$ cat src/mips_pkg.sv
package mips_pkg;

    ////////////////////////////////////////////////////////////////////////////
    // Widths and sizes
    ////////////////////////////////////////////////////////////////////////////

    // Datapath word
    localparam int DATA_W      = 32;

    // Register file
    localparam int REG_ADDR_W  = 5;
    localparam int NUM_REGS    = 32;

    // Data memory, word addressed
    localparam int DMEM_WORDS  = 64;
    localparam int DMEM_ADDR_W = 6;

    // Instruction fields
    localparam int OPCODE_W    = 6;
    localparam int FUNCT_W     = 6;
    localparam int IMM_W       = 16;

    ////////////////////////////////////////////////////////////////////////////
    // Instruction codes
    ////////////////////////////////////////////////////////////////////////////

    // Primary opcodes, instr[31:26]
    localparam logic [OPCODE_W-1:0] OP_RTYPE = 6'h00;
    localparam logic [OPCODE_W-1:0] OP_ADDI  = 6'h08;
    localparam logic [OPCODE_W-1:0] OP_ANDI  = 6'h0c;
    localparam logic [OPCODE_W-1:0] OP_ORI   = 6'h0d;
    localparam logic [OPCODE_W-1:0] OP_LUI   = 6'h0f;
    localparam logic [OPCODE_W-1:0] OP_LW    = 6'h23;
    localparam logic [OPCODE_W-1:0] OP_SW    = 6'h2b;

    // R-type function codes, instr[5:0]
    localparam logic [FUNCT_W-1:0]  FN_ADD   = 6'h20;
    localparam logic [FUNCT_W-1:0]  FN_SUB   = 6'h22;
    localparam logic [FUNCT_W-1:0]  FN_AND   = 6'h24;
    localparam logic [FUNCT_W-1:0]  FN_OR    = 6'h25;
    localparam logic [FUNCT_W-1:0]  FN_SLT   = 6'h2a;

    ////////////////////////////////////////////////////////////////////////////
    // ALU operations
    ////////////////////////////////////////////////////////////////////////////

    localparam int ALU_OP_W = 3;

    localparam logic [ALU_OP_W-1:0] ALU_ADD  = 3'd0;
    localparam logic [ALU_OP_W-1:0] ALU_SUB  = 3'd1;
    localparam logic [ALU_OP_W-1:0] ALU_AND  = 3'd2;
    localparam logic [ALU_OP_W-1:0] ALU_OR   = 3'd3;
    localparam logic [ALU_OP_W-1:0] ALU_SLT  = 3'd4;
    // Immediate into the upper half, low half cleared
    localparam logic [ALU_OP_W-1:0] ALU_LUI  = 3'd5;

endpackage

$ cat src/ctrl_decoder.sv
`timescale 1ns/10ps

module ctrl_decoder
    import mips_pkg::*;
(
    input  logic [DATA_W-1:0]   i_instr,
    output logic [ALU_OP_W-1:0] o_alu_op,
    output logic                o_use_imm,
    output logic                o_zero_ext,
    output logic                o_rd_is_rt,
    output logic                o_reg_write,
    output logic                o_mem_read,
    output logic                o_mem_write,
    output logic                o_illegal
);

    logic [OPCODE_W-1:0] opcode;
    logic [FUNCT_W-1:0]  funct;

    assign opcode = i_instr[DATA_W-1 -: OPCODE_W];
    assign funct  = i_instr[FUNCT_W-1:0];

    always_comb
    begin
        // Safe defaults, nothing written
        o_alu_op    = ALU_ADD;
        o_use_imm   = 1'b0;
        o_zero_ext  = 1'b0;
        o_rd_is_rt  = 1'b0;
        o_reg_write = 1'b0;
        o_mem_read  = 1'b0;
        o_mem_write = 1'b0;
        o_illegal   = 1'b0;

        case (opcode)
            OP_RTYPE:
            begin
                o_reg_write = 1'b1;
                case (funct)
                    FN_ADD:  o_alu_op = ALU_ADD;
                    FN_SUB:  o_alu_op = ALU_SUB;
                    FN_AND:  o_alu_op = ALU_AND;
                    FN_OR:   o_alu_op = ALU_OR;
                    FN_SLT:  o_alu_op = ALU_SLT;
                    default:
                    begin
                        o_reg_write = 1'b0;
                        o_illegal   = 1'b1;
                    end
                endcase
            end
            OP_ADDI:
            begin
                o_use_imm   = 1'b1;
                o_rd_is_rt  = 1'b1;
                o_reg_write = 1'b1;
            end
            // Logical immediates are zero-extended
            OP_ANDI, OP_ORI:
            begin
                o_alu_op    = (opcode == OP_ANDI) ? ALU_AND : ALU_OR;
                o_use_imm   = 1'b1;
                o_zero_ext  = 1'b1;
                o_rd_is_rt  = 1'b1;
                o_reg_write = 1'b1;
            end
            // ALU only needs the raw 16 bits
            OP_LUI:
            begin
                o_alu_op    = ALU_LUI;
                o_use_imm   = 1'b1;
                o_zero_ext  = 1'b1;
                o_rd_is_rt  = 1'b1;
                o_reg_write = 1'b1;
            end
            OP_LW:
            begin
                o_use_imm   = 1'b1;
                o_rd_is_rt  = 1'b1;
                o_reg_write = 1'b1;
                o_mem_read  = 1'b1;
            end
            // Address goes out as the result, no register write
            OP_SW:
            begin
                o_use_imm   = 1'b1;
                o_mem_write = 1'b1;
            end
            default:
            begin
                o_illegal = 1'b1;
            end
        endcase
    end

endmodule

$ cat config.mk
export PLATFORM = sky130hd
export DESIGN_NAME = ctrl_decoder
export DESIGN_NICKNAME = d
export VERILOG_FILES = /design/src/mips_pkg.sv /design/src/ctrl_decoder.sv
export SDC_FILE = /design/constraint.sdc
export NUM_CORES = 1
export LEC_CHECK = 0
export BUFFER_PORTS_ARGS = -buffer_cell sky130_fd_sc_hd__buf_2
export CORE_AREA = 2 2 39 41
export DETAILED_ROUTE_END_ITERATION = 7
export DIE_AREA = 0 0 41 43
export MAX_ROUTING_LAYER = met4
export PLACE_DENSITY = 0.67
export SYNTH_ARGS = -nofsm -noshare
export SYNTH_HDL_FRONTEND = slang
export SYNTH_SLANG_ARGS = --single-unit
$ cat constraint.sdc
create_clock -name vclk -period 1.3
set_input_delay 0.195 -clock vclk [all_inputs]
set_output_delay 0.195 -clock vclk [all_outputs]
set_load 0.01 [all_outputs]
# Word-level counts from Yosys, hierarchy flattened
# Cells that the tools add are included.
# op_classes
eq_ne,11
n_mux,12
n_reduce_logical,6
# ops
cell,n
"6-bit == test, second input constant",7
"6-bit by 4-bit == test with 1-bit output, second input constant",4
3-bit case mux with 4 select lines,1
5-bit OR reduction,2
3-bit case mux with 3 select lines,1
1-bit two-way mux,8
6-bit zero test,1
6-bit OR reduction,1
1-bit case mux with 2 select lines,2
3-bit OR reduction,1
2-bit OR reduction,1
# totals
ff_bits,0
in_bits,32
output_inout_bits,10
elab_cells,29

# Logic depth before layout (Yosys ltp)
# depth
depth_word,4
ltp_mapped,3
depth_no_buf,3

# Least setup slack after synthesis
# Ideal clock, no wire load.
# synth_timing
path_type,input to output
from,in i_instr[30]
to,out o_alu_op[0]
t_arrival_ns,0.991
required_time_ns,1.105
path_slack_ns,0.114
stages,3
path_cell_list,nor4b_1 > nand2_1 > o31ai_1
# synth_between
elab_chain_cells,3
word_cells_on_any_way,7
classes_between,eq/ne: 3; mux: 2; reduce/logical: 2
# synth_lines
element,line_no,rtl
from (decl),ctrl_decoder.sv:6,"input logic [DATA_W-1:0] i_instr,"
"6-bit by 4-bit == test with 1-bit output, on equally long branches","ctrl_decoder.sv:35, ctrl_decoder.sv:61",
1-bit two-way mux / 2-bit OR reduction (equally long branches),--,
3-bit case mux with 3 select lines (*),ctrl_decoder.sv:35,case (opcode)
to (decl),ctrl_decoder.sv:7,"output logic [ALU_OP_W-1:0] o_alu_op,"
# Mark *: on every way between the ends. The rest lies on a longest branch, timed or not.

# Final worst setup path
# layout_timing
from,in i_instr[27]
to,out o_illegal
# layout_between
elab_chain_cells,3
word_cells_on_any_way,9
classes_between,eq/ne: 6; mux: 1; reduce/logical: 2
# layout_lines
element,line_no,rtl
6-bit by 4-bit == test with 1-bit output / 6-bit == test (equally long branches),ctrl_decoder.sv:35,
6-bit OR reduction (no line),--,
1-bit case mux with 2 select lines (*),ctrl_decoder.sv:35,
to (decl),ctrl_decoder.sv:14,output logic o_illegal
# Marked as above.

==> metrics.yaml <==
startpoint_type: "input pin"
required_ns: 1.11
final_antenna_net_count: 0
synth_area_per_cell_sq_um: 7.12
slew_violations: 0
hold_ws_ns: 0.691
wl_um: 843
max-cap-violations: 0
syn_inst: 32
netlist_area_sq_um: 228
core_area_sq_um: 1380
nets: 94
pre_cts_slack_ns: -0.143
status: "complete, but fails checks"
nFlopsAndLatches: 0
n_clock_buffer: 0
gr-usage-met2: 0.203
ir_drop_mv: 0.0668
grt_max_degree: 7
arrival_ns: 1.13
report.final.hold_viol_count: 0
n_antenna_cell: 0
postLayoutCellArea_sq_um: 517
start_util: 0.165
syn-num-nets: 64
ys_types: 21
rows: 14
leakagePower_nw: 0.245
path_class: "in -> out"
rsz0062_at_grt: "true"
io_pins: 42
violations: "setup timing"
die_w_um: 41
post-route-period-util: 1.02
crit_fanout: 5
yosysWarnings: 0
hold_path_startpoint: "i_instr[3]"
viasPerCell: 4.83
wire_per_inst_um: 11.1
met3_usage: 0
p_per_area_nw_per_um2: 238
fin_ws_ns: -0.0289
antenna_found_initial: 0
first_iter_violations: 2
fillers: 153
setup_violations: 1
grt_use_total: 0.100
crit_start: "i_instr[27]"
use_met1: 0.104
drive_above_1_share: 0.683
synthToLayoutAreaGrowth_pct: 127
firstDrtPassIters: 4
grt-ovfl-total: 0
grt_pass1_vias: 356
fp.dieH_um: 43
ys_seq_area_frac: 0
worstMarginPinSlew_ns: 0.246
fp.dieArea_sq_um: 1760
place_area_sq_um: 403
max_slew_margin: 0.834
drc: 0
multi_input_area_sq_um: 278
grt_pass1_wl_mm: 1.28
min_period_ns: 1.33
max_freq_mhz: 752
endpoint_kind: "primary output"
regArea_sq_um: 0
gp_congestion: 0.675
total_power_uw: 123
portBuffers: 22
grt_busiest_layer: "met2"
via_count: 367
hp-class: "in -> out"
-- stage by stage --
step,setup TNS [ns],utilization,cells
global placement,-0.531,0.291,76
detailed placement,-0.535,0.291,76
CTS,-0.0410,0.342,76
floorplan,0,-,32
finish,-0.0289,0.373,76
global route,-0.180,0.373,76
-- cell usage in the layout, fill, tap and decap left out, drive strengths merged, types with 2 or more instances in the layout --
master,instances
and4b,2
and4bb,2
buf,28
inv,3
nand2,3
nand2b,3
nor2,2
nor4b,2
o21ai,2
o31ai,2
-- cell type report --
cell class / count / share of cell area
Inverter: 3 / 0.0218
Multi-Input combinational cell: 29 / 0.538
Tap cell: 16 / 0.0387
Timing Repair Buffer: 28 / 0.402
-- cell families after synthesis --
| group | synth area share |
|---|---|
| compound gates | 0.286 |
| buf+inv | 0.0494 |
| mux | 0.0934 |
| simple gates | 0.571 |
-- metal layers --
metal / routed length [um] / up-vias
met5: 0 / -
met2: 450 / 16
met4: 0 / 0
li1: - / 182
met1: 322 / 169
met3: 69 / 0
-- worst paths after layout --
kind / endpoint / depth (start not counted) / slack, ns
max: o_illegal / 5 / -0.03
min: o_alu_op[0] / 3 / 0.69
-- critical path: stages --
cell and delay (ns):
buf_8 0.11, and4b_4 0.20, o31a_1 0.30, o21ba_1 0.21
buf_2 0.12
-- report_power, final --
| part | internal [mW] | switching (mW) | leakage, nW |
|---|---|---|---|
| combinational | 0.0699 | 0.0533 | 0.245 |
| clock | 0 | 0 | 0 |
| sequential | 0 | 0 | 0 |
| total | 0.0699 | 0.0533 | 0.245 |
-- repair_timing --
item,in CTS,in global routing
hold buffers,0,0
resized for setup,19,9
buffers inserted,0,0
setup endpoints to repair,7,6
pin swaps,4,3
-- cell usage after synthesis --
cell type,count,share of area
o22ai_1,1,0.027
o31ai_1,2,0.066
and4b_2,1,0.049
mux2_2,1,0.049
nand2b_1,3,0.082
nand3_1,1,0.022
and4b_4,1,0.060
mux2i_1,1,0.044
and4bb_2,2,0.11
o31a_1,1,0.038
nor4b_1,2,0.077
a21boi_0,1,0.033
o21ba_1,1,0.044
inv_1,3,0.049
and3_2,1,0.033
nand2_1,3,0.049
nor2_1,2,0.033
nor4_1,1,0.027
o21ai_0,2,0.044
a211oi_1,1,0.033
or3_1,1,0.027
Note: power is estimated with default switching activity, not from simulation.
