[src/mips_pkg.sv]
package mips_pkg;

    ////////////////////////////////////////////////////////////////////////////
    // Widths and sizes
    ////////////////////////////////////////////////////////////////////////////

    // Datapath word
    localparam int DATA_W      = 32;

    // Register file
    localparam int REG_ADDR_W  = 5;
    localparam int NUM_REGS    = 32;

    // Data memory, word addressed
    localparam int DMEM_WORDS  = 64;
    localparam int DMEM_ADDR_W = 6;

    // Instruction fields
    localparam int OPCODE_W    = 6;
    localparam int FUNCT_W     = 6;
    localparam int IMM_W       = 16;

    ////////////////////////////////////////////////////////////////////////////
    // Instruction codes
    ////////////////////////////////////////////////////////////////////////////

    // Primary opcodes, instr[31:26]
    localparam logic [OPCODE_W-1:0] OP_RTYPE = 6'h00;
    localparam logic [OPCODE_W-1:0] OP_ADDI  = 6'h08;
    localparam logic [OPCODE_W-1:0] OP_ANDI  = 6'h0c;
    localparam logic [OPCODE_W-1:0] OP_ORI   = 6'h0d;
    localparam logic [OPCODE_W-1:0] OP_LUI   = 6'h0f;
    localparam logic [OPCODE_W-1:0] OP_LW    = 6'h23;
    localparam logic [OPCODE_W-1:0] OP_SW    = 6'h2b;

    // R-type function codes, instr[5:0]
    localparam logic [FUNCT_W-1:0]  FN_ADD   = 6'h20;
    localparam logic [FUNCT_W-1:0]  FN_SUB   = 6'h22;
    localparam logic [FUNCT_W-1:0]  FN_AND   = 6'h24;
    localparam logic [FUNCT_W-1:0]  FN_OR    = 6'h25;
    localparam logic [FUNCT_W-1:0]  FN_SLT   = 6'h2a;

    ////////////////////////////////////////////////////////////////////////////
    // ALU operations
    ////////////////////////////////////////////////////////////////////////////

    localparam int ALU_OP_W = 3;

    localparam logic [ALU_OP_W-1:0] ALU_ADD  = 3'd0;
    localparam logic [ALU_OP_W-1:0] ALU_SUB  = 3'd1;
    localparam logic [ALU_OP_W-1:0] ALU_AND  = 3'd2;
    localparam logic [ALU_OP_W-1:0] ALU_OR   = 3'd3;
    localparam logic [ALU_OP_W-1:0] ALU_SLT  = 3'd4;
    // Immediate into the upper half, low half cleared
    localparam logic [ALU_OP_W-1:0] ALU_LUI  = 3'd5;

endpackage

[src/data_mem.sv]
`timescale 1ns/10ps

module data_mem
    import mips_pkg::*;
(
    input  logic                   i_clk,
    input  logic                   i_rst,
    input  logic                   i_we,
    input  logic [DMEM_ADDR_W-1:0] i_addr,
    input  logic [DATA_W-1:0]      i_wdata,
    output logic [DATA_W-1:0]      o_rdata
);

    logic [DATA_W-1:0] mem [DMEM_WORDS];

    ////////////////////////////////////////////////////////////////////////////
    // Write port
    ////////////////////////////////////////////////////////////////////////////

    always_ff @(posedge i_clk)
    begin
        if (i_rst)
        begin
            // Whole array back to zero
            for (int i = 0; i < DMEM_WORDS; i++)
            begin
                mem[i] <= '0;
            end
        end
        else if (i_we)
        begin
            mem[i_addr] <= i_wdata;
        end
    end

    ////////////////////////////////////////////////////////////////////////////
    // Read port
    ////////////////////////////////////////////////////////////////////////////

    // Asynchronous read, lw data is ready in the same cycle
    assign o_rdata = mem[i_addr];

endmodule

[config.mk]
export PLATFORM = sky130hd
export DESIGN_NAME = data_mem
export DESIGN_NICKNAME = d
export VERILOG_FILES = /design/src/mips_pkg.sv /design/src/data_mem.sv
export SDC_FILE = /design/constraint.sdc
export NUM_CORES = 2
export LEC_CHECK = 0
export ABC_AREA = 1
export BUFFER_PORTS_ARGS = -buffer_cell sky130_fd_sc_hd__clkbuf_2
export CAP_MARGIN = 30
export CORE_ASPECT_RATIO = 1.4
export CORE_MARGIN = 2
export CORE_UTILIZATION = 60
export DETAILED_ROUTE_END_ITERATION = 10
export PLACE_DENSITY = 0.81
export REMOVE_ABC_BUFFERS = 1
export SLEW_MARGIN = 20
export SYNTH_ARGS = -nofsm -noshare
export SYNTH_HDL_FRONTEND = slang
export SYNTH_SLANG_ARGS = --single-unit
export TNS_END_PERCENT = 100
[constraint.sdc]
create_clock -name i_clk -period 2.95 [get_ports i_clk]
set_input_delay 0 -clock i_clk [delete_from_list [all_inputs] [get_ports i_clk]]
set_output_delay 0 -clock i_clk [all_outputs]
set_load 0.02 [all_outputs]
# ---- Yosys cells after proc, flatten, opt, wreduce, memory -nomap -nowiden
# Memories as Yosys holds them, arrays and structs flattened.
# Cells that the tools add are included.
dict set report word_totals {
  mem_count 1
  word_cells 10
  ramBits 2048
  register_bits 0
  in_bits 41
  output_inout_bits 32
}
dict set report op_classes {
  reduce_logical 1
  mux 8
}
# name depth width read_ports rd_ports_with_merged_regs wr line
set mem_list {}
lappend mem_list {mem 64 32 1 0 64 data_mem.sv:14} ;# logic [DATA_W-1:0] mem [DMEM_WORDS];
# cell n
set ops {}
lappend ops {{$mux W32} 1}
lappend ops {{$reduce_or A32 Y1} 1}
lappend ops {{$mux W1} 6}
lappend ops {{$mux W6} 1}

# ---- Logic depth before layout (Yosys ltp)
dict set report logic_depth {
  word_depth 5
  depth_mapped 15
  mapped_depth_nobuf 11
}

# ---- Worst setup path after synthesis
# No wires, ideal clock.
dict set report synth_timing {
  kind {input to register}
  from {input port i_addr[1]}
  to {memory mem[22][0], enable pin}
  path_stages 7
  arrival_time_ns 1.990
  required_ns 2.561
  path_buffers 5
  setup_ns 0.389
  path_slack_ns 0.570
  cell_sequence {buf_2 buf_2 clkbuf_1 buf_2 nand4_1 clkbuf_1 nand2_1}
}
# item line
set synth_lines {}
lappend synth_lines {{from (decl)} data_mem.sv:9} ;# input logic [DMEM_ADDR_W-1:0] i_addr,
lappend synth_lines {{to (decl)} data_mem.sv:14}

# ---- Worst setup path after layout
dict set report layout_timing {
  from {memory mem[41][3]}
  to {output port o_rdata[3]}
}
dict set report layout_between {
  elab_chain_cells 1
}
# item line
set layout_lines {}
lappend layout_lines {{$mem_v2 Z64 W32} --}
lappend layout_lines {{to (decl)} data_mem.sv:11} ;# output logic [DATA_W-1:0] o_rdata
# Every way passes these cells.

==> results.ini <==
[routing]
wl_um = 323400
dr_total_vias = 77820
drt-initial-drc-count = 11850
ant_nets = 0
avgRoutedWirePerCell_um = 24.71
drt-pass1-iter-count = 6
drcViolationCount = 0
vias_per_cell = 5.945

[sta]
slew_violations = 0
hold_viol = 0
fmax_ghz = 0.3379
whs_ns = 0.08188
worst_pin_slew_ns = 0.9849
final.setup.worst_slack_ns = -0.009839
fin_crit_sh_pct = 100.3
fin_crit_ns = 2.960
setup_viol = 2
slew_headroom_pct = 34.34

[worst_setup_path]
path_depth = 11
crit_end = o_rdata[3]
startpoint = mem[41][3]$_SDFFCE_PN0P_
cp_top_family = simple AND/OR/NAND/NOR gates
startpoint_type = flip-flop
crit_required_ns = 2.95
critPathMaxStageDelay_ns = 0.42
worstSetupPathType = flip-flop to primary output
worstPathArrival_ns = 2.96
slowest_stage = nor2_1
crit_chain = nand2_1 > nand2_1 > nand2_1 > nand2_1 > nand2_1 > nand2_1 > nand2_1 > nand2_1 > nor2_1 > nand2_1 > clkbuf_2
cp_max_fo = 1
path_common_cell = nand2_1
end_kind = primary output
cp_num_buf_inv = 1

[floorplanning]
start_util_pct = 60.17
rows = 173
die_area_mm2 = 0.1619
die_h_um = 475.3
io_pins = 73
core_mm2 = 0.1582
die_width_um = 340.7

[global_route]
grtUsageTotal_pct = 39.67
first_global_vias = 74220
antenna_found_initial = 14
grt_pass1_wl_um = 469300
grt_max_degree = 116
grt-ovfl-total = 0

[clock_network]
cts_made_buffers = 187
clkSlewWorstSetupHoldPaths_ns = 0.07
clock_sinks = 2048
clockBufferDepth = 3
postCtsSetupBuffers = 0
htreeDepth = 4
cts-root-buf = clkbuf_16
cts_tree = built

[cells_and_area]
area_delta_synth_final_pct = 11.36
drive_above_1_share_pct = 7.374
reg_top3 = mem (2048)
largest-register = mem
largest_reg_flops = 2048
final_nets = 10870

[synth]
synthTopCellsByArea = edfxtp_1 65%, nand2_1 23%, nor2_1 8.4%, clkbuf_1 2.6%, buf_2 0.53%
ys_warn_count = 0
syn-instance-count = 10950
syn_area_mm2 = 0.09520
yosysSeqAreaShare_pct = 64.60
ys_seq_elements = 2048
yosys.area.top_type_share_pct = 64.60
synth.avg_cell_area_um2 = 8.694
synth_cell_types = 18
synth_top_cell_by_area = edfxtp_1

[min_path]
whs_path_depth = 3
worstHoldPathType = primary input to flip-flop

[status]
violations = negative setup slack
status = finished, violations left

[place]
dp_slack_ns = 0.1345
hpwl_um = 198700
port_buffers = 72
place.gp.congestion = 1.035

[power_and_ir_drop]
pwr_density_cell_mw_per_mm2 = 615.2
irDropWorstVdd_mv = 0.6237
p_leak_uw = 0.04731

[job]
max_cap_violations = 0

worst min-delay path by stage:
stage | startpoint | end | slack [ns]
detailed placement | i_wdata[18] | mem[9][18]$_SDFFCE_PN0P_ | 0.58
global route | i_wdata[23] | mem[45][23]$_SDFFCE_PN0P_ | 0.07
finish | i_wdata[23] | mem[45][23]$_SDFFCE_PN0P_ | 0.08
global placement | i_wdata[18] | mem[8][18]$_SDFFCE_PN0P_ | 0.57
floorplan | i_addr[2] | o_rdata[0] | 0.34
CTS | i_wdata[23] | mem[45][23]$_SDFFCE_PN0P_ | 0.04
through the flow:
| step | instances | power (uW) | cell area (um^2) | setup TNS, ns | utilization, % |
|---|---|---|---|---|---|
| after detailed placement | 12700 | 40910 | 99480 | 0 | 62.87 |
| final | 13090 | 65220 | 106000 | -0.01620 | 67.00 |
| after global routing | 13090 | 66670 | 106000 | -0.003774 | 66.99 |
| after global placement | 12700 | 40740 | 99430 | 0 | 62.84 |
| after CTS | 13080 | 64880 | 105900 | 0 | 66.93 |
| after floorplan | 10130 | 38010 | 91990 | - | - |
layer usage:
| metal | vias up | wire [um] | GRT usage [%] |
|---|---|---|---|
| li1 | 34100 | - | - |
| met1 | 36520 | 103700 | 48.12 |
| met2 | 5871 | 146000 | 60.91 |
| met3 | 1305 | 43350 | 10.01 |
| met4 | 20 | 30280 | 31.22 |
| met5 | - | 126 | 0 |
area by class of cell:
cell class,count,area (um^2)
multi-input cells,8026,30360
flip-flops and latches,2048,61500
clock inverters,119,1221
repair buffers,506,5150
fillers,11670,52220
inverters,55,254.0
diodes,6,15.01
clock buffers,231,4887
well taps,2100,2628
Yosys cell counts:
| library cell | instances |
|---|---|
| nand2_1 | 5851 |
| nor2_1 | 2126 |
| edfxtp_1 | 2048 |
| clkbuf_1 | 664 |
| buf_2 | 100 |
| buf_1 | 57 |
| inv_2 | 34 |
| inv_1 | 21 |
| nand3_1 | 12 |
| nor3_1 | 9 |
| o21ai_0 | 7 |
| or2_2 | 6 |
| o211ai_1 | 5 |
| nor3_2 | 3 |
| nor4_4 | 3 |
| nor4_2 | 2 |
| nand4_1 | 1 |
| nor4_1 | 1 |
timing repair:
item / 4_1_cts / 5_1_grt
hold buffers: 30 / 2
resized for setup: 5 / 6
pin swaps: 0 / 0
setup endpoints to repair: 3 / 5
endpoints found under the hold margin: 793 / 67
layout by cell type, fill, tap and decap left out, drive strengths merged:
master       instances
nor2              2126
edfxtp            2048
nor4                 6
o211ai               5
buf                405
nand4                1
nor3                12
nand2             5851
dlygate4sd3         32
bufinv              17
clkbuf             300
or2                  6
o21ai                7
diode                6
clkinv             106
inv                 40
clkinvlp            11
nand3               12
report_power, final:
part           total, uW  internal, uW  switching, uW
Sequential         33900         33400            419
Clock              24600         13400          11200
Combinational       6780          1660           5130
cells by family (layout without fill, tap and decap cells):
kind of cell,Yosys count,count (layout),synth area share [%]
simple gates,8014,8014,31.74
flops,2048,2048,64.60
buf+inv,876,911,3.585
compound gates,12,12,0.07623
other cells,0,6,0
(Power assumes the default switching activity.)
