[src/mips_pkg.sv]
package mips_pkg;

    ////////////////////////////////////////////////////////////////////////////
    // Widths and sizes
    ////////////////////////////////////////////////////////////////////////////

    // Datapath word
    localparam int DATA_W      = 32;

    // Register file
    localparam int REG_ADDR_W  = 5;
    localparam int NUM_REGS    = 32;

    // Data memory, word addressed
    localparam int DMEM_WORDS  = 64;
    localparam int DMEM_ADDR_W = 6;

    // Instruction fields
    localparam int OPCODE_W    = 6;
    localparam int FUNCT_W     = 6;
    localparam int IMM_W       = 16;

    ////////////////////////////////////////////////////////////////////////////
    // Instruction codes
    ////////////////////////////////////////////////////////////////////////////

    // Primary opcodes, instr[31:26]
    localparam logic [OPCODE_W-1:0] OP_RTYPE = 6'h00;
    localparam logic [OPCODE_W-1:0] OP_ADDI  = 6'h08;
    localparam logic [OPCODE_W-1:0] OP_ANDI  = 6'h0c;
    localparam logic [OPCODE_W-1:0] OP_ORI   = 6'h0d;
    localparam logic [OPCODE_W-1:0] OP_LUI   = 6'h0f;
    localparam logic [OPCODE_W-1:0] OP_LW    = 6'h23;
    localparam logic [OPCODE_W-1:0] OP_SW    = 6'h2b;

    // R-type function codes, instr[5:0]
    localparam logic [FUNCT_W-1:0]  FN_ADD   = 6'h20;
    localparam logic [FUNCT_W-1:0]  FN_SUB   = 6'h22;
    localparam logic [FUNCT_W-1:0]  FN_AND   = 6'h24;
    localparam logic [FUNCT_W-1:0]  FN_OR    = 6'h25;
    localparam logic [FUNCT_W-1:0]  FN_SLT   = 6'h2a;

    ////////////////////////////////////////////////////////////////////////////
    // ALU operations
    ////////////////////////////////////////////////////////////////////////////

    localparam int ALU_OP_W = 3;

    localparam logic [ALU_OP_W-1:0] ALU_ADD  = 3'd0;
    localparam logic [ALU_OP_W-1:0] ALU_SUB  = 3'd1;
    localparam logic [ALU_OP_W-1:0] ALU_AND  = 3'd2;
    localparam logic [ALU_OP_W-1:0] ALU_OR   = 3'd3;
    localparam logic [ALU_OP_W-1:0] ALU_SLT  = 3'd4;
    // Immediate into the upper half, low half cleared
    localparam logic [ALU_OP_W-1:0] ALU_LUI  = 3'd5;

endpackage

[src/reg_file.sv]
`timescale 1ns/10ps

module reg_file
    import mips_pkg::*;
(
    input  logic                  i_clk,
    input  logic                  i_rst,
    input  logic                  i_we,
    input  logic [REG_ADDR_W-1:0] i_rs_idx,
    input  logic [REG_ADDR_W-1:0] i_rt_idx,
    input  logic [REG_ADDR_W-1:0] i_rd_idx,
    input  logic [DATA_W-1:0]     i_wdata,
    output logic [DATA_W-1:0]     o_rs_data,
    output logic [DATA_W-1:0]     o_rt_data
);

    logic [DATA_W-1:0] regs [NUM_REGS];
    logic              rst_q;

    ////////////////////////////////////////////////////////////////////////////
    // Reset and write
    ////////////////////////////////////////////////////////////////////////////

    // Reset taken on the rising edge like the rest of the core
    always_ff @(posedge i_clk)
    begin
        rst_q <= i_rst;
    end

    // Array is owned by the falling edge, so the clear lands half a cycle later
    always_ff @(negedge i_clk)
    begin
        if (rst_q)
        begin
            for (int i = 0; i < NUM_REGS; i++)
            begin
                regs[i] <= '0;
            end
        end
        else if (i_we && (i_rd_idx != '0))
        begin
            regs[i_rd_idx] <= i_wdata;
        end
    end

    ////////////////////////////////////////////////////////////////////////////
    // Read ports
    ////////////////////////////////////////////////////////////////////////////

    // $0 is hardwired
    always_comb
    begin
        o_rs_data = (i_rs_idx == '0) ? '0 : regs[i_rs_idx];
        o_rt_data = (i_rt_idx == '0) ? '0 : regs[i_rt_idx];
    end

endmodule

[config.mk]
export PLATFORM = sky130hd
export DESIGN_NAME = reg_file
export DESIGN_NICKNAME = d
export VERILOG_FILES = /design/src/mips_pkg.sv /design/src/reg_file.sv
export SDC_FILE = /design/constraint.sdc
export NUM_CORES = 2
export LEC_CHECK = 0
export BUFFER_PORTS_ARGS = -buffer_cell sky130_fd_sc_hd__buf_4
export CORE_MARGIN = 2
export CORE_UTILIZATION = 40
export DETAILED_ROUTE_END_ITERATION = 10
export SYNTH_ARGS = -nofsm -noshare
export SYNTH_HDL_FRONTEND = slang
export SYNTH_SLANG_ARGS = --single-unit
[constraint.sdc]
create_clock -name i_clk -period 2.05 [get_ports i_clk]
set_input_delay 0.205 -clock i_clk [delete_from_list [all_inputs] [get_ports i_clk]]
set_output_delay 0.205 -clock i_clk [all_outputs]
set_load 0.01 [all_outputs]
* Yosys cells after proc, flatten, opt, wreduce, memory -nomap -nowiden
Memory sizes are Yosys's and may differ from the RTL's. Index checks and enable logic that the tools add are counted. W data, S select, Z words.
Word-level totals: bits in writable memories 1024, word-level logic and storage cells 17, bits of input ports 50, memories kept 1, output and inout bits 64, register bits 1
Cells by class: reduce and logical (&&, ||, !) cells 5, multiplexer cells 10
Memory list:
- regs | words 32, bits a word 32, rd ports 2, clocked after memory_dff 0, wr ports 32, line reg_file.sv:17 | logic [DATA_W-1:0] regs [NUM_REGS];
Operators by type and width (number):
- $mux W32 | 3
- $reduce_or A32 Y1 | 1
- $logic_not A5 Y1 | 2
- $mux W1 | 6
- $mux W5 | 1
- $reduce_bool A5 Y1 | 1
- $logic_and A1 B1 Y1 | 1

* Logic depth before layout (Yosys ltp)
depth after elaboration 7, depth in mapped cells 9, depth with buffers taken out 4

==> flow_summary.ini <==
[timing]
hold_viol_final = 0
clock_skew_ns = 0.02913
slew_headroom_pct = 53.94
setup_viol = 2080
rsz0062_at_grt = yes
setup_ws_ns = -1.910
maxSlewViolCount = 0
tightestPinTransition_ns = 0.6883

[critical_path]
worstPathRequired_ns = 1.85
critPathBufInv = 1
crit_path_end = o_rs_data[3]
end_kind = primary output
worstPathCellList = mux4_4 -> mux4_2 -> o22ai_4 -> nor3_4 -> buf_6
r2r_cells = 9
crit_type = reg2out
path_max_fanout = 2
path_delay_family = multiplexers
crit_start = regs[23][3]
cp_num_cells = 5
arrival_ns = 3.75
cpPeakStageDelay_ns = 0.60
slowest_stage = mux4_4
r2r-end = regs[8][11]
cp-start-kind = flop
r2r_setup_slack_ns = -1.11
r2r_start = rst_q

[global_route]
grt_use_met3_pct = 6.286
gr-usage-all-layers_pct = 27.79
grt_pass1_vias = 42830
grt_use_met1_pct = 34.80
grt_use_met2_pct = 45.13
grt_antenna_before_repair = 9
grt_pass1_wl_um = 279200
busiest_layer = met2
grt_start_max_net_pins = 47
overflow = 0

[cts]
insertion_delay_ns = 0.74
htree_levels = 3
cts_tree = built
root_buffer = clkbuf_16
clkTransAtPathRegs_ns = 0.07
cts.sink_count = 1025
cts_made_buffers = 113
max-clock-path-buffers = 3

[yosys]
syn_area_per_cell_um2 = 15.59
synth_edf_count = 1024
synth-main-ff-cell = edfxtp_1
ys_seq_area_share_pct = 56.46
yosysWarnings = 0
synth.distinct_cells = 53
synthArstFlopShare_pct = 0
yosys_register_bits = 1025
synthesis.area_um2 = 54500
netlist_instances = 3496

[detailed_routing]
drc = 0
drt-total-wl_um = 202100
wire_per_inst_um = 28.71
via_per_inst = 5.713
postRouteAntennaNets = 0
drt-initial-drc-count = 4785
vias = 40210
first_pass_iters = 6

[placed_design]
placed_area_um2 = 62550
globalplace.congestion = 0.8711
dp_hpwl_um = 127500
io_buffers = 113

[cells_and_area]
design_area_um2 = 74690
num-fill-cells = 10800
nets = 5206
multi_input_area_um2 = 23860
syn_to_final_growth_pct = 37.06
final-seq-area_um2 = 30770
drive_above_1_share_pct = 35.12

[job]
cap_violations = 0

[floorplan]
die_h_um = 373.1
core-area_um2 = 135300
fp-row-count = 135
dieArea_um2 = 139200
initial_core_util_pct = 40.28
io_pins = 114
die_w_um = 373.1

[min_path]
hp-class = in2reg

[outcome]
violations = setup timing
status = finished, violations left

[power]
power.leakage_nw = 33.65
powerDensity_nw_per_um2 = 775.3
fin_total_pwr_mw = 57.91
irDropWorstVdd_uv = 759.4
## how the worst min path moves through the flow
stage / depth (start not counted) / endpoint / slack (ns) / startpoint
6_report: 2 / rst_q / 0.11 / i_rst
5_1_grt: 2 / rst_q / 0.11 / i_rst
4_1_cts: 2 / rst_q / 0.06 / i_rst
3_5_place_dp: 1 / rst_q / 0.31 / i_rst
3_3_place_gp: 1 / rst_q / 0.31 / i_rst
2_1_floorplan: 0 / rst_q / 0.23 / i_rst
## cell usage in the layout, fill, tap and decap left out, types with 7 or more instances in the layout
| master | instances |
|---|---|
| inv_4 | 9 |
| buf_16 | 19 |
| nor3_1 | 10 |
| a22oi_1 | 16 |
| o22ai_1 | 55 |
| a211oi_2 | 17 |
| nor3_4 | 23 |
| nor3_2 | 18 |
| clkinvlp_2 | 32 |
| nor2b_1 | 8 |
| mux4_2 | 461 |
| inv_1 | 1047 |
| bufinv_16 | 17 |
| nor2_4 | 31 |
| o221ai_1 | 25 |
| mux4_1 | 7 |
| clkbuf_16 | 144 |
| a211oi_1 | 11 |
| diode_2 | 10 |
| or2_4 | 31 |
| edfxtp_1 | 1024 |
| a21oi_1 | 13 |
| a22o_4 | 21 |
| mux4_4 | 7 |
| a2111oi_4 | 23 |
| mux2i_1 | 146 |
| buf_8 | 15 |
| conb_1 | 32 |
| o22ai_2 | 18 |
| buf_4 | 551 |
| buf_6 | 76 |
| and2_1 | 948 |
| buf_12 | 179 |
| a22o_1 | 25 |
| and2_4 | 47 |
| mux2_2 | 31 |
## registers in the layout (all words and copies together), names as in the netlist
signal and flops:
regs 1024, rst_q 1
## layout make-up
| cell class | count | share of cell area (%) |
|---|---|---|
| repair buffers | 874 | 13.59 |
| clock buffers | 115 | 3.853 |
| diodes | 10 | 0.03350 |
| inverters | 1 | 0.005025 |
| multi-input cells | 2117 | 31.94 |
| well taps | 1781 | 2.983 |
| clock inverters | 1116 | 6.392 |
| flip-flops and latches | 1025 | 41.20 |
## per-layer routing
metal	vias up	wire length (µm)
met3	440	17130
met5	-	0
met2	2291	98980
li1	16910	-
met4	0	9363
met1	20570	76600
## stage by stage
step	util, %	setup slack [ns]	cells	setup TNS, ns	hold WS (ns)
6_report	55.21	-1.910	7039	-1783.33	0.1083
5_1_grt	55.19	-1.957	7032	-1823.90	0.1120
4_1_cts	54.19	-1.911	6975	-1692.52	0.06403
3_5_place_dp	46.23	-1.602	5642	-1459.43	0.3108
3_3_place_gp	46.23	-1.585	5642	-1436.43	0.3094
2_1_floorplan	-	-0.7590	3527	-1097.10	0.2327
## cells in the mapped netlist, drive strengths merged, types with 31 or more instances
| cell type | count | area share [%] |
|---|---|---|
| a211oi | 31 | 0.43 |
| a22o | 46 | 0.74 |
| and2 | 995 | 11 |
| buf | 124 | 1.6 |
| clkbuf | 256 | 1.8 |
| edfxtp | 1024 | 56 |
| mux2 | 34 | 0.70 |
| mux2i | 153 | 2.8 |
| mux4 | 475 | 20 |
| nor2 | 36 | 0.25 |
| nor3 | 51 | 0.47 |
| o22ai | 76 | 0.90 |
| or2 | 33 | 0.38 |
## where the power goes
| group | internal, mW | switching [mW] | leakage (nW) |
|---|---|---|---|
| clock network | 15.0 | 14.2 | 7.33 |
| registers | 23.3 | 0.0543 | 12.1 |
| logic | 2.31 | 3.10 | 14.2 |
| total | 40.6 | 17.3 | 33.6 |
## cells by family (layout without fill, tap and decap cells)
family          after synthesis  count (layout)  share of synthesized area [%]
simple gates               1168            1168                          13.15
flops                      1025            1025                          56.46
mux                         662             662                          23.40
buf+inv                     385            2106                          3.426
compound gates              255             255                          3.552
other cells                   1              42                       0.006881
## worst reg2reg max path: stages, from the launching register on
cell and delay (ns):
dfxtp_4 0.39, nor3b_4 0.27, buf_6 0.14, nand2b_4 0.08, buf_12 0.15, buf_12 0.13
buf_6 0.11, nor2_4 0.11, or2_4 0.25, clkbuf_16 0.21
## timing repair
| action | 4_1_cts | 5_1_grt |
|---|---|---|
| gates cloned | 25 | 32 |
| buffers inserted | 90 | 33 |
| resized for setup | 362 | 145 |
| setup endpoints to repair | 2080 | 2080 |
| pin swaps | 129 | 39 |
| hold buffers | 1 | 0 |
| endpoints found under the hold margin | 1 | 0 |
Note: power is estimated with default switching activity, not from simulation.
