<file path="config.mk">
export PLATFORM = sky130hd
export DESIGN_NAME = exec_sequencer
export DESIGN_NICKNAME = d
export VERILOG_FILES = /design/src/mips_pkg.sv /design/src/exec_sequencer.sv
export SDC_FILE = /design/constraint.sdc
export NUM_CORES = 1
export LEC_CHECK = 0
export ABC_AREA = 1
export BUFFER_PORTS_ARGS = -buffer_cell sky130_fd_sc_hd__buf_2
export CAP_MARGIN = 20
export CORE_ASPECT_RATIO = 0.9
export CORE_UTILIZATION = 45
export CTS_BUF_LIST = sky130_fd_sc_hd__clkbuf_4 sky130_fd_sc_hd__clkbuf_8
export DETAILED_ROUTE_END_ITERATION = 8
export GPL_TIMING_DRIVEN = 0
export PLACE_DENSITY = 0.88
export RECOVER_POWER = 25
export SYNTH_ARGS = -nofsm -noshare
export SYNTH_HDL_FRONTEND = slang
export SYNTH_SLANG_ARGS = --single-unit
</file>
<file path="constraint.sdc">
create_clock -name i_clk -period 2.4 [get_ports i_clk]
set_clock_uncertainty 0.15 [all_clocks]
set_input_delay 0.48 -clock i_clk [delete_from_list [all_inputs] [get_ports i_clk]]
set_output_delay 0.48 -clock i_clk [all_outputs]
set_load 0.1 [all_outputs]
</file>
<file path="src/mips_pkg.sv">
package mips_pkg;

    ////////////////////////////////////////////////////////////////////////////
    // Widths and sizes
    ////////////////////////////////////////////////////////////////////////////

    // Datapath word
    localparam int DATA_W      = 32;

    // Register file
    localparam int REG_ADDR_W  = 5;
    localparam int NUM_REGS    = 32;

    // Data memory, word addressed
    localparam int DMEM_WORDS  = 64;
    localparam int DMEM_ADDR_W = 6;

    // Instruction fields
    localparam int OPCODE_W    = 6;
    localparam int FUNCT_W     = 6;
    localparam int IMM_W       = 16;

    ////////////////////////////////////////////////////////////////////////////
    // Instruction codes
    ////////////////////////////////////////////////////////////////////////////

    // Primary opcodes, instr[31:26]
    localparam logic [OPCODE_W-1:0] OP_RTYPE = 6'h00;
    localparam logic [OPCODE_W-1:0] OP_ADDI  = 6'h08;
    localparam logic [OPCODE_W-1:0] OP_ANDI  = 6'h0c;
    localparam logic [OPCODE_W-1:0] OP_ORI   = 6'h0d;
    localparam logic [OPCODE_W-1:0] OP_LUI   = 6'h0f;
    localparam logic [OPCODE_W-1:0] OP_LW    = 6'h23;
    localparam logic [OPCODE_W-1:0] OP_SW    = 6'h2b;

    // R-type function codes, instr[5:0]
    localparam logic [FUNCT_W-1:0]  FN_ADD   = 6'h20;
    localparam logic [FUNCT_W-1:0]  FN_SUB   = 6'h22;
    localparam logic [FUNCT_W-1:0]  FN_AND   = 6'h24;
    localparam logic [FUNCT_W-1:0]  FN_OR    = 6'h25;
    localparam logic [FUNCT_W-1:0]  FN_SLT   = 6'h2a;

    ////////////////////////////////////////////////////////////////////////////
    // ALU operations
    ////////////////////////////////////////////////////////////////////////////

    localparam int ALU_OP_W = 3;

    localparam logic [ALU_OP_W-1:0] ALU_ADD  = 3'd0;
    localparam logic [ALU_OP_W-1:0] ALU_SUB  = 3'd1;
    localparam logic [ALU_OP_W-1:0] ALU_AND  = 3'd2;
    localparam logic [ALU_OP_W-1:0] ALU_OR   = 3'd3;
    localparam logic [ALU_OP_W-1:0] ALU_SLT  = 3'd4;
    // Immediate into the upper half, low half cleared
    localparam logic [ALU_OP_W-1:0] ALU_LUI  = 3'd5;

endpackage

</file>
<file path="src/exec_sequencer.sv">
`timescale 1ns/10ps

module exec_sequencer
    import mips_pkg::*;
(
    input  logic              i_clk,
    input  logic              i_rst,
    input  logic              i_req,
    input  logic [DATA_W-1:0] i_instr,
    input  logic [DATA_W-1:0] i_wb_value,
    input  logic              i_illegal,
    output logic [DATA_W-1:0] o_instr,
    output logic              o_exec,
    output logic              o_wb,
    output logic [DATA_W-1:0] o_result,
    output logic              o_illegal,
    output logic              o_ack
);

    typedef enum logic [1:0]
    {
        ST_IDLE,
        ST_EXEC,
        ST_WB,
        ST_ACK
    } state_t;

    state_t state;

    ////////////////////////////////////////////////////////////////////////////
    // Handshake FSM
    ////////////////////////////////////////////////////////////////////////////

    always_ff @(posedge i_clk)
    begin
        if (i_rst)
        begin
            state     <= ST_IDLE;
            o_result  <= '0;
            o_illegal <= 1'b0;
            o_ack     <= 1'b0;
        end
        else
        begin
            case (state)
                ST_IDLE:
                begin
                    if (i_req)
                    begin
                        state <= ST_EXEC;
                    end
                end
                // Result captured here, sw writes memory on this edge too
                ST_EXEC:
                begin
                    o_result  <= i_illegal ? '0 : i_wb_value;
                    o_illegal <= i_illegal;
                    state     <= ST_WB;
                end
                // Register file wrote on the falling edge of this cycle
                ST_WB:
                begin
                    o_ack <= 1'b1;
                    state <= ST_ACK;
                end
                ST_ACK:
                begin
                    // Hold until the host lets go
                    if (!i_req)
                    begin
                        o_ack <= 1'b0;
                        state <= ST_IDLE;
                    end
                end
                default:
                begin
                    state <= ST_IDLE;
                end
            endcase
        end
    end

    // Instruction word, stable for the rest of the transaction
    always_ff @(posedge i_clk)
    begin
        if ((state == ST_IDLE) && i_req)
        begin
            o_instr <= i_instr;
        end
    end

    // One-cycle strobes straight from the state
    assign o_exec = (state == ST_EXEC);
    assign o_wb   = (state == ST_WB);

endmodule

</file>
**Yosys cells after proc, flatten, opt, wreduce, memory -nomap -nowiden**

Cells that the tools add are included.

- Bits in registers: 68
- Input bits: 68
- Output and inout bits: 68
- Word-level logic and storage cells: 21

- Equality and inequality tests: 5
- Muxes and demuxes: 6
- Reductions and logical operators: 5

Operator list:

| operator | number |
|---|---|
| $mux 32 | 1 |
| $pmux 2 s4 | 1 |
| $eq 2x2->1 const B | 2 |
| $mux 2 | 2 |
| $ne 2x2->1 const B | 2 |
| $reduce_and 2->1 | 2 |
| $eq 2x1->1 const B | 1 |
| $logic_not 2->1 | 1 |
| $pmux 1 s2 | 1 |
| $reduce_bool 2->1 | 1 |
| $logic_and 1x1->1 | 1 |
| $mux 1 | 1 |

**Logic depth before layout (Yosys ltp)**

Gate-level depths: netlist of run 1.

- Word-level depth: 3
- Gate-level depth with buffers: 7
- Gate-level depth less buffers: 7

**Worst setup path after synthesis of run 1**

No wires, ideal clock.

- Path type: reg-to-output
- Start: reg state[0]
- End: out o_wb
- Arrival time: 1.243 ns
- Data required time: 1.770 ns
- Setup slack: 0.527 ns
- Stages on the path, launching flop included: 3
- Buffers on the path: 0
- Cell sequence: dfxtp_1 > inv_1 > ha_1

- Cells in the longest elaborated chain, start to end: 1

RTL lines:

| item | RTL line | RTL |
|---|---|---|
| start: declaration | exec_sequencer.sv:28 | `state_t state;` |
| start signal: assignment | exec_sequencer.sv:38 | `state <= ST_IDLE;` |
| start signal: assignment | exec_sequencer.sv:50 | `state <= ST_EXEC;` |
| start signal: assignment | exec_sequencer.sv:58 | `state <= ST_WB;` |
| $eq 2x2->1 | exec_sequencer.sv:94 | `assign o_wb = (state == ST_WB);` |
| end: declaration | exec_sequencer.sv:14 | `output logic o_wb,` |

Every way passes these cells.

**Worst setup path in the final report of run 1**

Same ends and word-level chain as after synthesis.

==> flow_summary.ini, run 1 <==
[clock_tree]
tritoncts = built
tritoncts_sinks = 68
clock_insertion_delay_worst_skew_ps = 330
cts_resized = 0
clock_path_buffers = 2
hold_bufs_at_cts = 0
tritoncts.num_buffers = 9
cts.repair_timing.setup_buffer_count = 0
cts-htree-levels = 3
cts.clk_slew.worst_paths_ps = 70
ctsRootBufferMaster = sky130_fd_sc_hd__clkbuf_8

[drt]
detail_route.wirelength_mm = 5.59
avgRoutedWirePerCell_um = 13.1
drtAntennaViolNets = 0
vias = 1997
drt_drc_violations_left = 0
drtPass1Iterations = 5
avg_vias_per_cell = 4.70
detail_route.iter0.violations = 83

[floorplan]
placement_rows = 24
core_area_mm2 = 0.00495
io_pins = 136
floorplan.initialDensity = 0.476
floorplan.die.width_um = 78.3
fp.dieH_um = 70.7
floorplan.die_area_mm2 = 0.00554

[cells_and_area]
final_net_count = 430
syn2layout_area_growth_pct = 41.2
layout.cells.most_common = sky130_fd_sc_hd__buf_2
finish.cell_count_without_fillers = 425
postLayoutCoreUtil = 0.672
post_route_cells_drive_above_1_share = 0.419
layout_common_cells = sky130_fd_sc_hd__buf_2 (134), sky130_fd_sc_hd__nand2_1 (72), sky130_fd_sc_hd__dfxtp_1 (36)
antenna-diode-count = 0

[worst_setup_path]
startpoint = state[0]
reg2regPathDepth = 7
start_kind = flip-flop
critPathMaxFanout = 5
arrival_time_worst_endpoint_ps = 1450
crit-reg2reg-launch = state[1]
setup.worst_path.end_class = output port
cp_data_required_time_ps = 1770
critical_path_class = flip-flop to output port

[timing]
post-route-period-util = 0.867
max_clock_freq_mhz = 481
transition_at_the_pin_with_the_smallest_max_transition_slack_ps = 500
finalHoldWorstSlack_ps = 172
timing_hold_violations_final = 0
rsz0062_at_grt = false
slew_headroom = 0.669
report.final.setup_viol = 0
final_slew_violations = 0
period_minus_slack_ps = 2080
setup_total_negative_slack_ps = 0

[logic_synthesis]
yosysWarnings = 0
syn_avg_cell_area_um2 = 11.2
seq_area_frac_synth = 0.713
synth_area_leaders = sky130_fd_sc_hd__edfxtp_1 (41%), sky130_fd_sc_hd__dfxtp_1 (31%), sky130_fd_sc_hd__nand2_1 (11%), sky130_fd_sc_hd__a21oi_1 (7.0%), sky130_fd_sc_hd__ha_1 (3.2%)
synth_largest_area_cell = sky130_fd_sc_hd__edfxtp_1
post_synth_inst_count = 210
synth.ff_latch_count = 68
post-synth-top-area-fraction = 0.407
post_synth_instance_area_mm2 = 0.00236
ys_types = 15
postSynthNetCount = 284

[power_and_ir_drop]
leakage_nw = 1.53
p_total_mw = 4.07
powerDensity_mw_per_mm2 = 1220
vdd_ir_drop_max_uv = 769

[placed_design]
dp_hpwl_mm = 4.06
globalplace.congestion = 0.722
port-buffer-count = 134
dp.cells = 409

[grt]
grt_start_max_net_pins = 33
antenna_found_initial = 0
first_global_vias = 1808
grt_pass1_wl_mm = 8.48
globalRouteOverflowTotal = 0
grt.total_usage = 0.204

[run]
maxCapViolCount = 0

[min_path]
hold_path_depth = 1
hp-start = i_instr[21]
hold_path.class = primary input to flip-flop

[outcome]
status = finished, final reports clean
per-layer routing:
metal  track usage  share of wire
met3        0.0890           0.11
met1         0.235           0.41
met4        0.0988          0.013
met5             0              0
met2         0.326           0.46
synthesized netlist by cell type:
master	n
sky130_fd_sc_hd__nor2_8	1
sky130_fd_sc_hd__ha_1	6
sky130_fd_sc_hd__inv_1	8
sky130_fd_sc_hd__dfxtp_1	36
sky130_fd_sc_hd__o21ai_0	2
sky130_fd_sc_hd__nor2_1	7
sky130_fd_sc_hd__inv_2	1
sky130_fd_sc_hd__edfxtp_1	32
sky130_fd_sc_hd__clkbuf_1	3
sky130_fd_sc_hd__nand3_1	2
sky130_fd_sc_hd__buf_2	3
sky130_fd_sc_hd__buf_6	3
sky130_fd_sc_hd__a21oi_1	33
sky130_fd_sc_hd__buf_4	1
sky130_fd_sc_hd__nand2_1	72
sequential cells by signal (all words and copies together) (netlist names):
register / count
o_result: 32
state: 2
o_ack: 1
o_instr: 32
o_illegal: 1
worst paths after layout:
path                                endpoint  slack [ps]
worst min-delay path             o_instr[21]         170
worst max-delay path                    o_wb         320
worst min register to register  o_result[25]         310
worst max register to register   o_result[8]         400
cell families after synthesis:
kind of cell               Yosys count  share of synthesized area
AOI/OAI and AO/OA                   35                     0.0742
adders and majority gates            6                     0.0318
buffers and inverters               19                     0.0429
DFF                                 68                      0.713
and+or+nand+nor                     82                      0.138
where the power goes:
part | internal, mW | switching (mW)
Clock | 0.677 | 0.398
Combinational | 0.244 | 1.31
Sequential | 1.39 | 0.0560
Total | 2.31 | 1.77
per-stage QoR:
step           cell area (µm²)  worst slack [ps]
3_3_place_gp              3110               356
4_1_cts                   3340               246
2_1_floorplan             2360               527
3_5_place_dp              3110               272
6_report                  3330               320
5_1_grt                   3330               167
cell type report:
cell class	count	area (µm²)
buffer	10	52.6
timing repair buffer	135	694
clock inverter	6	104
tap	65	81.3
fill	375	1620
clock buffer	9	124
multi-input combinational	123	561
sequential	68	1680
inverter	9	33.8
worst max-delay path, stage by stage (launching register included):
cell                      delay (ps)
sky130_fd_sc_hd__dfxtp_1         360
sky130_fd_sc_hd__inv_1           120
sky130_fd_sc_hd__ha_1            200
sky130_fd_sc_hd__buf_2           440
No activity file was read; power rests on OpenSTA's default activity.
==> run 2: changes to the inputs <==
--- a/config.mk
+++ b/config.mk
@@ -7,7 +7,7 @@
 export LEC_CHECK = 0
 export ABC_AREA = 1
 export BUFFER_PORTS_ARGS = -buffer_cell sky130_fd_sc_hd__buf_2
-export CAP_MARGIN = 20
+export CAP_MARGIN = 0
 export CORE_ASPECT_RATIO = 0.9
 export CORE_UTILIZATION = 45
 export CTS_BUF_LIST = sky130_fd_sc_hd__clkbuf_4 sky130_fd_sc_hd__clkbuf_8
==> constraint.sdc (replaced) <==
create_clock -name i_clk -period 2.2 [get_ports i_clk]
set_clock_uncertainty 0.15 [all_clocks]
set_input_delay 0.44 -clock i_clk [delete_from_list [all_inputs] [get_ports i_clk]]
set_output_delay 0.44 -clock i_clk [all_outputs]
set_load 0.01 [all_outputs]
==> flow_summary.ini, run 2 (synthesis gave the netlist of run 1 again) <==
[power_and_ir_drop]
vdd_ir_drop_max_uv = 687
powerDensity_mw_per_mm2 = 1020
p_total_mw = 3.39
leakage_nw = 1.51

[timing]
finalHoldWorstSlack_ps = 131
postLayoutSetupSlackWorst_ps = 197
setup_total_negative_slack_ps = 0
report.final.setup_viol = 0
slew_headroom = 0.579
transition_at_the_pin_with_the_smallest_max_transition_slack_ps = 630
timing_hold_violations_final = 0
final_slew_violations = 0
post-route-period-util = 0.911
max_clock_freq_mhz = 499
rsz0062_at_grt = false
period_minus_slack_ps = 2000

[placed_design]
globalplace.congestion = 0.722
port-buffer-count = 134
dp_hpwl_mm = 4.06
dpl_worst_slack_ps = 71.9
postPlaceCellArea_mm2 = 0.00311

[outcome]
status = finished, final reports clean

[clock_tree]
cts.repair_timing.setup_buffer_count = 0
clock_path_buffers = 2
cts.clk_slew.worst_paths_ps = 70
tritoncts_sinks = 68
cts-htree-levels = 3
clock_insertion_delay_worst_skew_ps = 330
ctsRootBufferMaster = sky130_fd_sc_hd__clkbuf_8
tritoncts.num_buffers = 9
tritoncts = built

[floorplan]
placement_rows = 24
core_area_mm2 = 0.00495
fp.dieH_um = 70.7
floorplan.initialDensity = 0.476
floorplan.die.width_um = 78.3
io_pins = 136
floorplan.die_area_mm2 = 0.00554

[cells_and_area]
layout_common_cells = sky130_fd_sc_hd__buf_2 (130), sky130_fd_sc_hd__nand2_1 (72), sky130_fd_sc_hd__dfxtp_1 (36)
final_net_count = 429
antenna-diode-count = 0
syn2layout_area_growth_pct = 40.6
post_route_cells_drive_above_1_share = 0.415
largest_registers = o_instr: 32 flops, o_result: 32 flops, state: 2 flops
final_area_mm2 = 0.00332
layout.cells.most_common = sky130_fd_sc_hd__buf_2
layout.filler_cells = 379

[drt]
drtPass1Iterations = 4
avg_vias_per_cell = 4.64
detail_route.wirelength_mm = 5.48
detail_route.iter0.violations = 64
avgRoutedWirePerCell_um = 12.9
vias = 1968
drt_drc_violations_left = 0
drtAntennaViolNets = 0

[grt]
grt_start_max_net_pins = 33
globalRouteOverflowTotal = 0
grt_pass1_wl_mm = 8.48
first_global_vias = 1808
grt.total_usage = 0.204
antenna_found_initial = 0

[min_path]
hold_path.class = primary input to flip-flop

[worst_setup_path]
setup.worst_path.end_class = flip-flop
critical_path_class = flip-flop to flip-flop
start_kind = flip-flop
critPathMaxFanout = 32
cp_data_required_time_ps = 1930
arrival_time_worst_endpoint_ps = 1730

[run]
maxCapViolCount = 0
-- run 2: cell count changes in the layout (fill, tap and decap cells not counted) --
cell	change
sky130_fd_sc_hd__buf_16	-1
sky130_fd_sc_hd__buf_2	-4
sky130_fd_sc_hd__inv_1	-1
sky130_fd_sc_hd__clkbuf_1	+2
sky130_fd_sc_hd__buf_6	+2
sky130_fd_sc_hd__clkinvlp_4	+1
-- run 2: layer usage --
metal	GRT usage	part of all wire	vias up
li1	-	-	977
met1	0.235	0.41	865
met2	0.326	0.46	118
met3	0.0890	0.11	8
met4	0.0988	0.014	0
met5	0	0	-
-- run 2: area by class of cell --
type                       instances  area, µm²  share of cell area
tap                               65       81.3              0.0245
buffer                            10       67.6              0.0204
clock buffer                       9        124              0.0373
timing repair buffer             134        662               0.199
multi-input combinational        123        561               0.169
clock inverter                     6        104              0.0313
inverter                           9       37.5              0.0113
sequential                        68       1680               0.507
-- run 2: worst max-delay path, cell delays in order, from the launching register on --
cell	delay [ps]
sky130_fd_sc_hd__dfxtp_1	410
sky130_fd_sc_hd__inv_1	110
sky130_fd_sc_hd__ha_1	240
sky130_fd_sc_hd__nand2_1	110
sky130_fd_sc_hd__clkinvlp_4	520
-- run 2: per-stage QoR --
stage / cells / util
6_report: 424 / 0.670
5_1_grt: 424 / 0.670
4_1_cts: 424 / 0.674
3_5_place_dp: 409 / 0.628
3_3_place_gp: 409 / 0.628
2_1_floorplan: 210 / -
-- run 2: worst paths after layout --
check / from / end / slack [ps] / cells after the start
max: state[0] / o_instr[6] / 200 / 4
min: i_instr[21] / o_instr[21] / 130 / 1
max reg2reg: state[0] / o_instr[6] / 200 / 4
min reg2reg: o_result[11] / o_result[11] / 320 / 2
-- run 2: power by group --
part | internal (mW) | leakage [nW] | switching, mW | total (mW)
Sequential | 1.51 | 0.596 | 0.0602 | 1.57
Combinational | 0.251 | 0.793 | 0.397 | 0.648
Clock | 0.738 | 0.116 | 0.433 | 1.17
-- run 2: what timing repair did --
item                       CTS  global route
setup endpoints to repair    0            32
hold buffers                 0             0
resized for setup            0             1
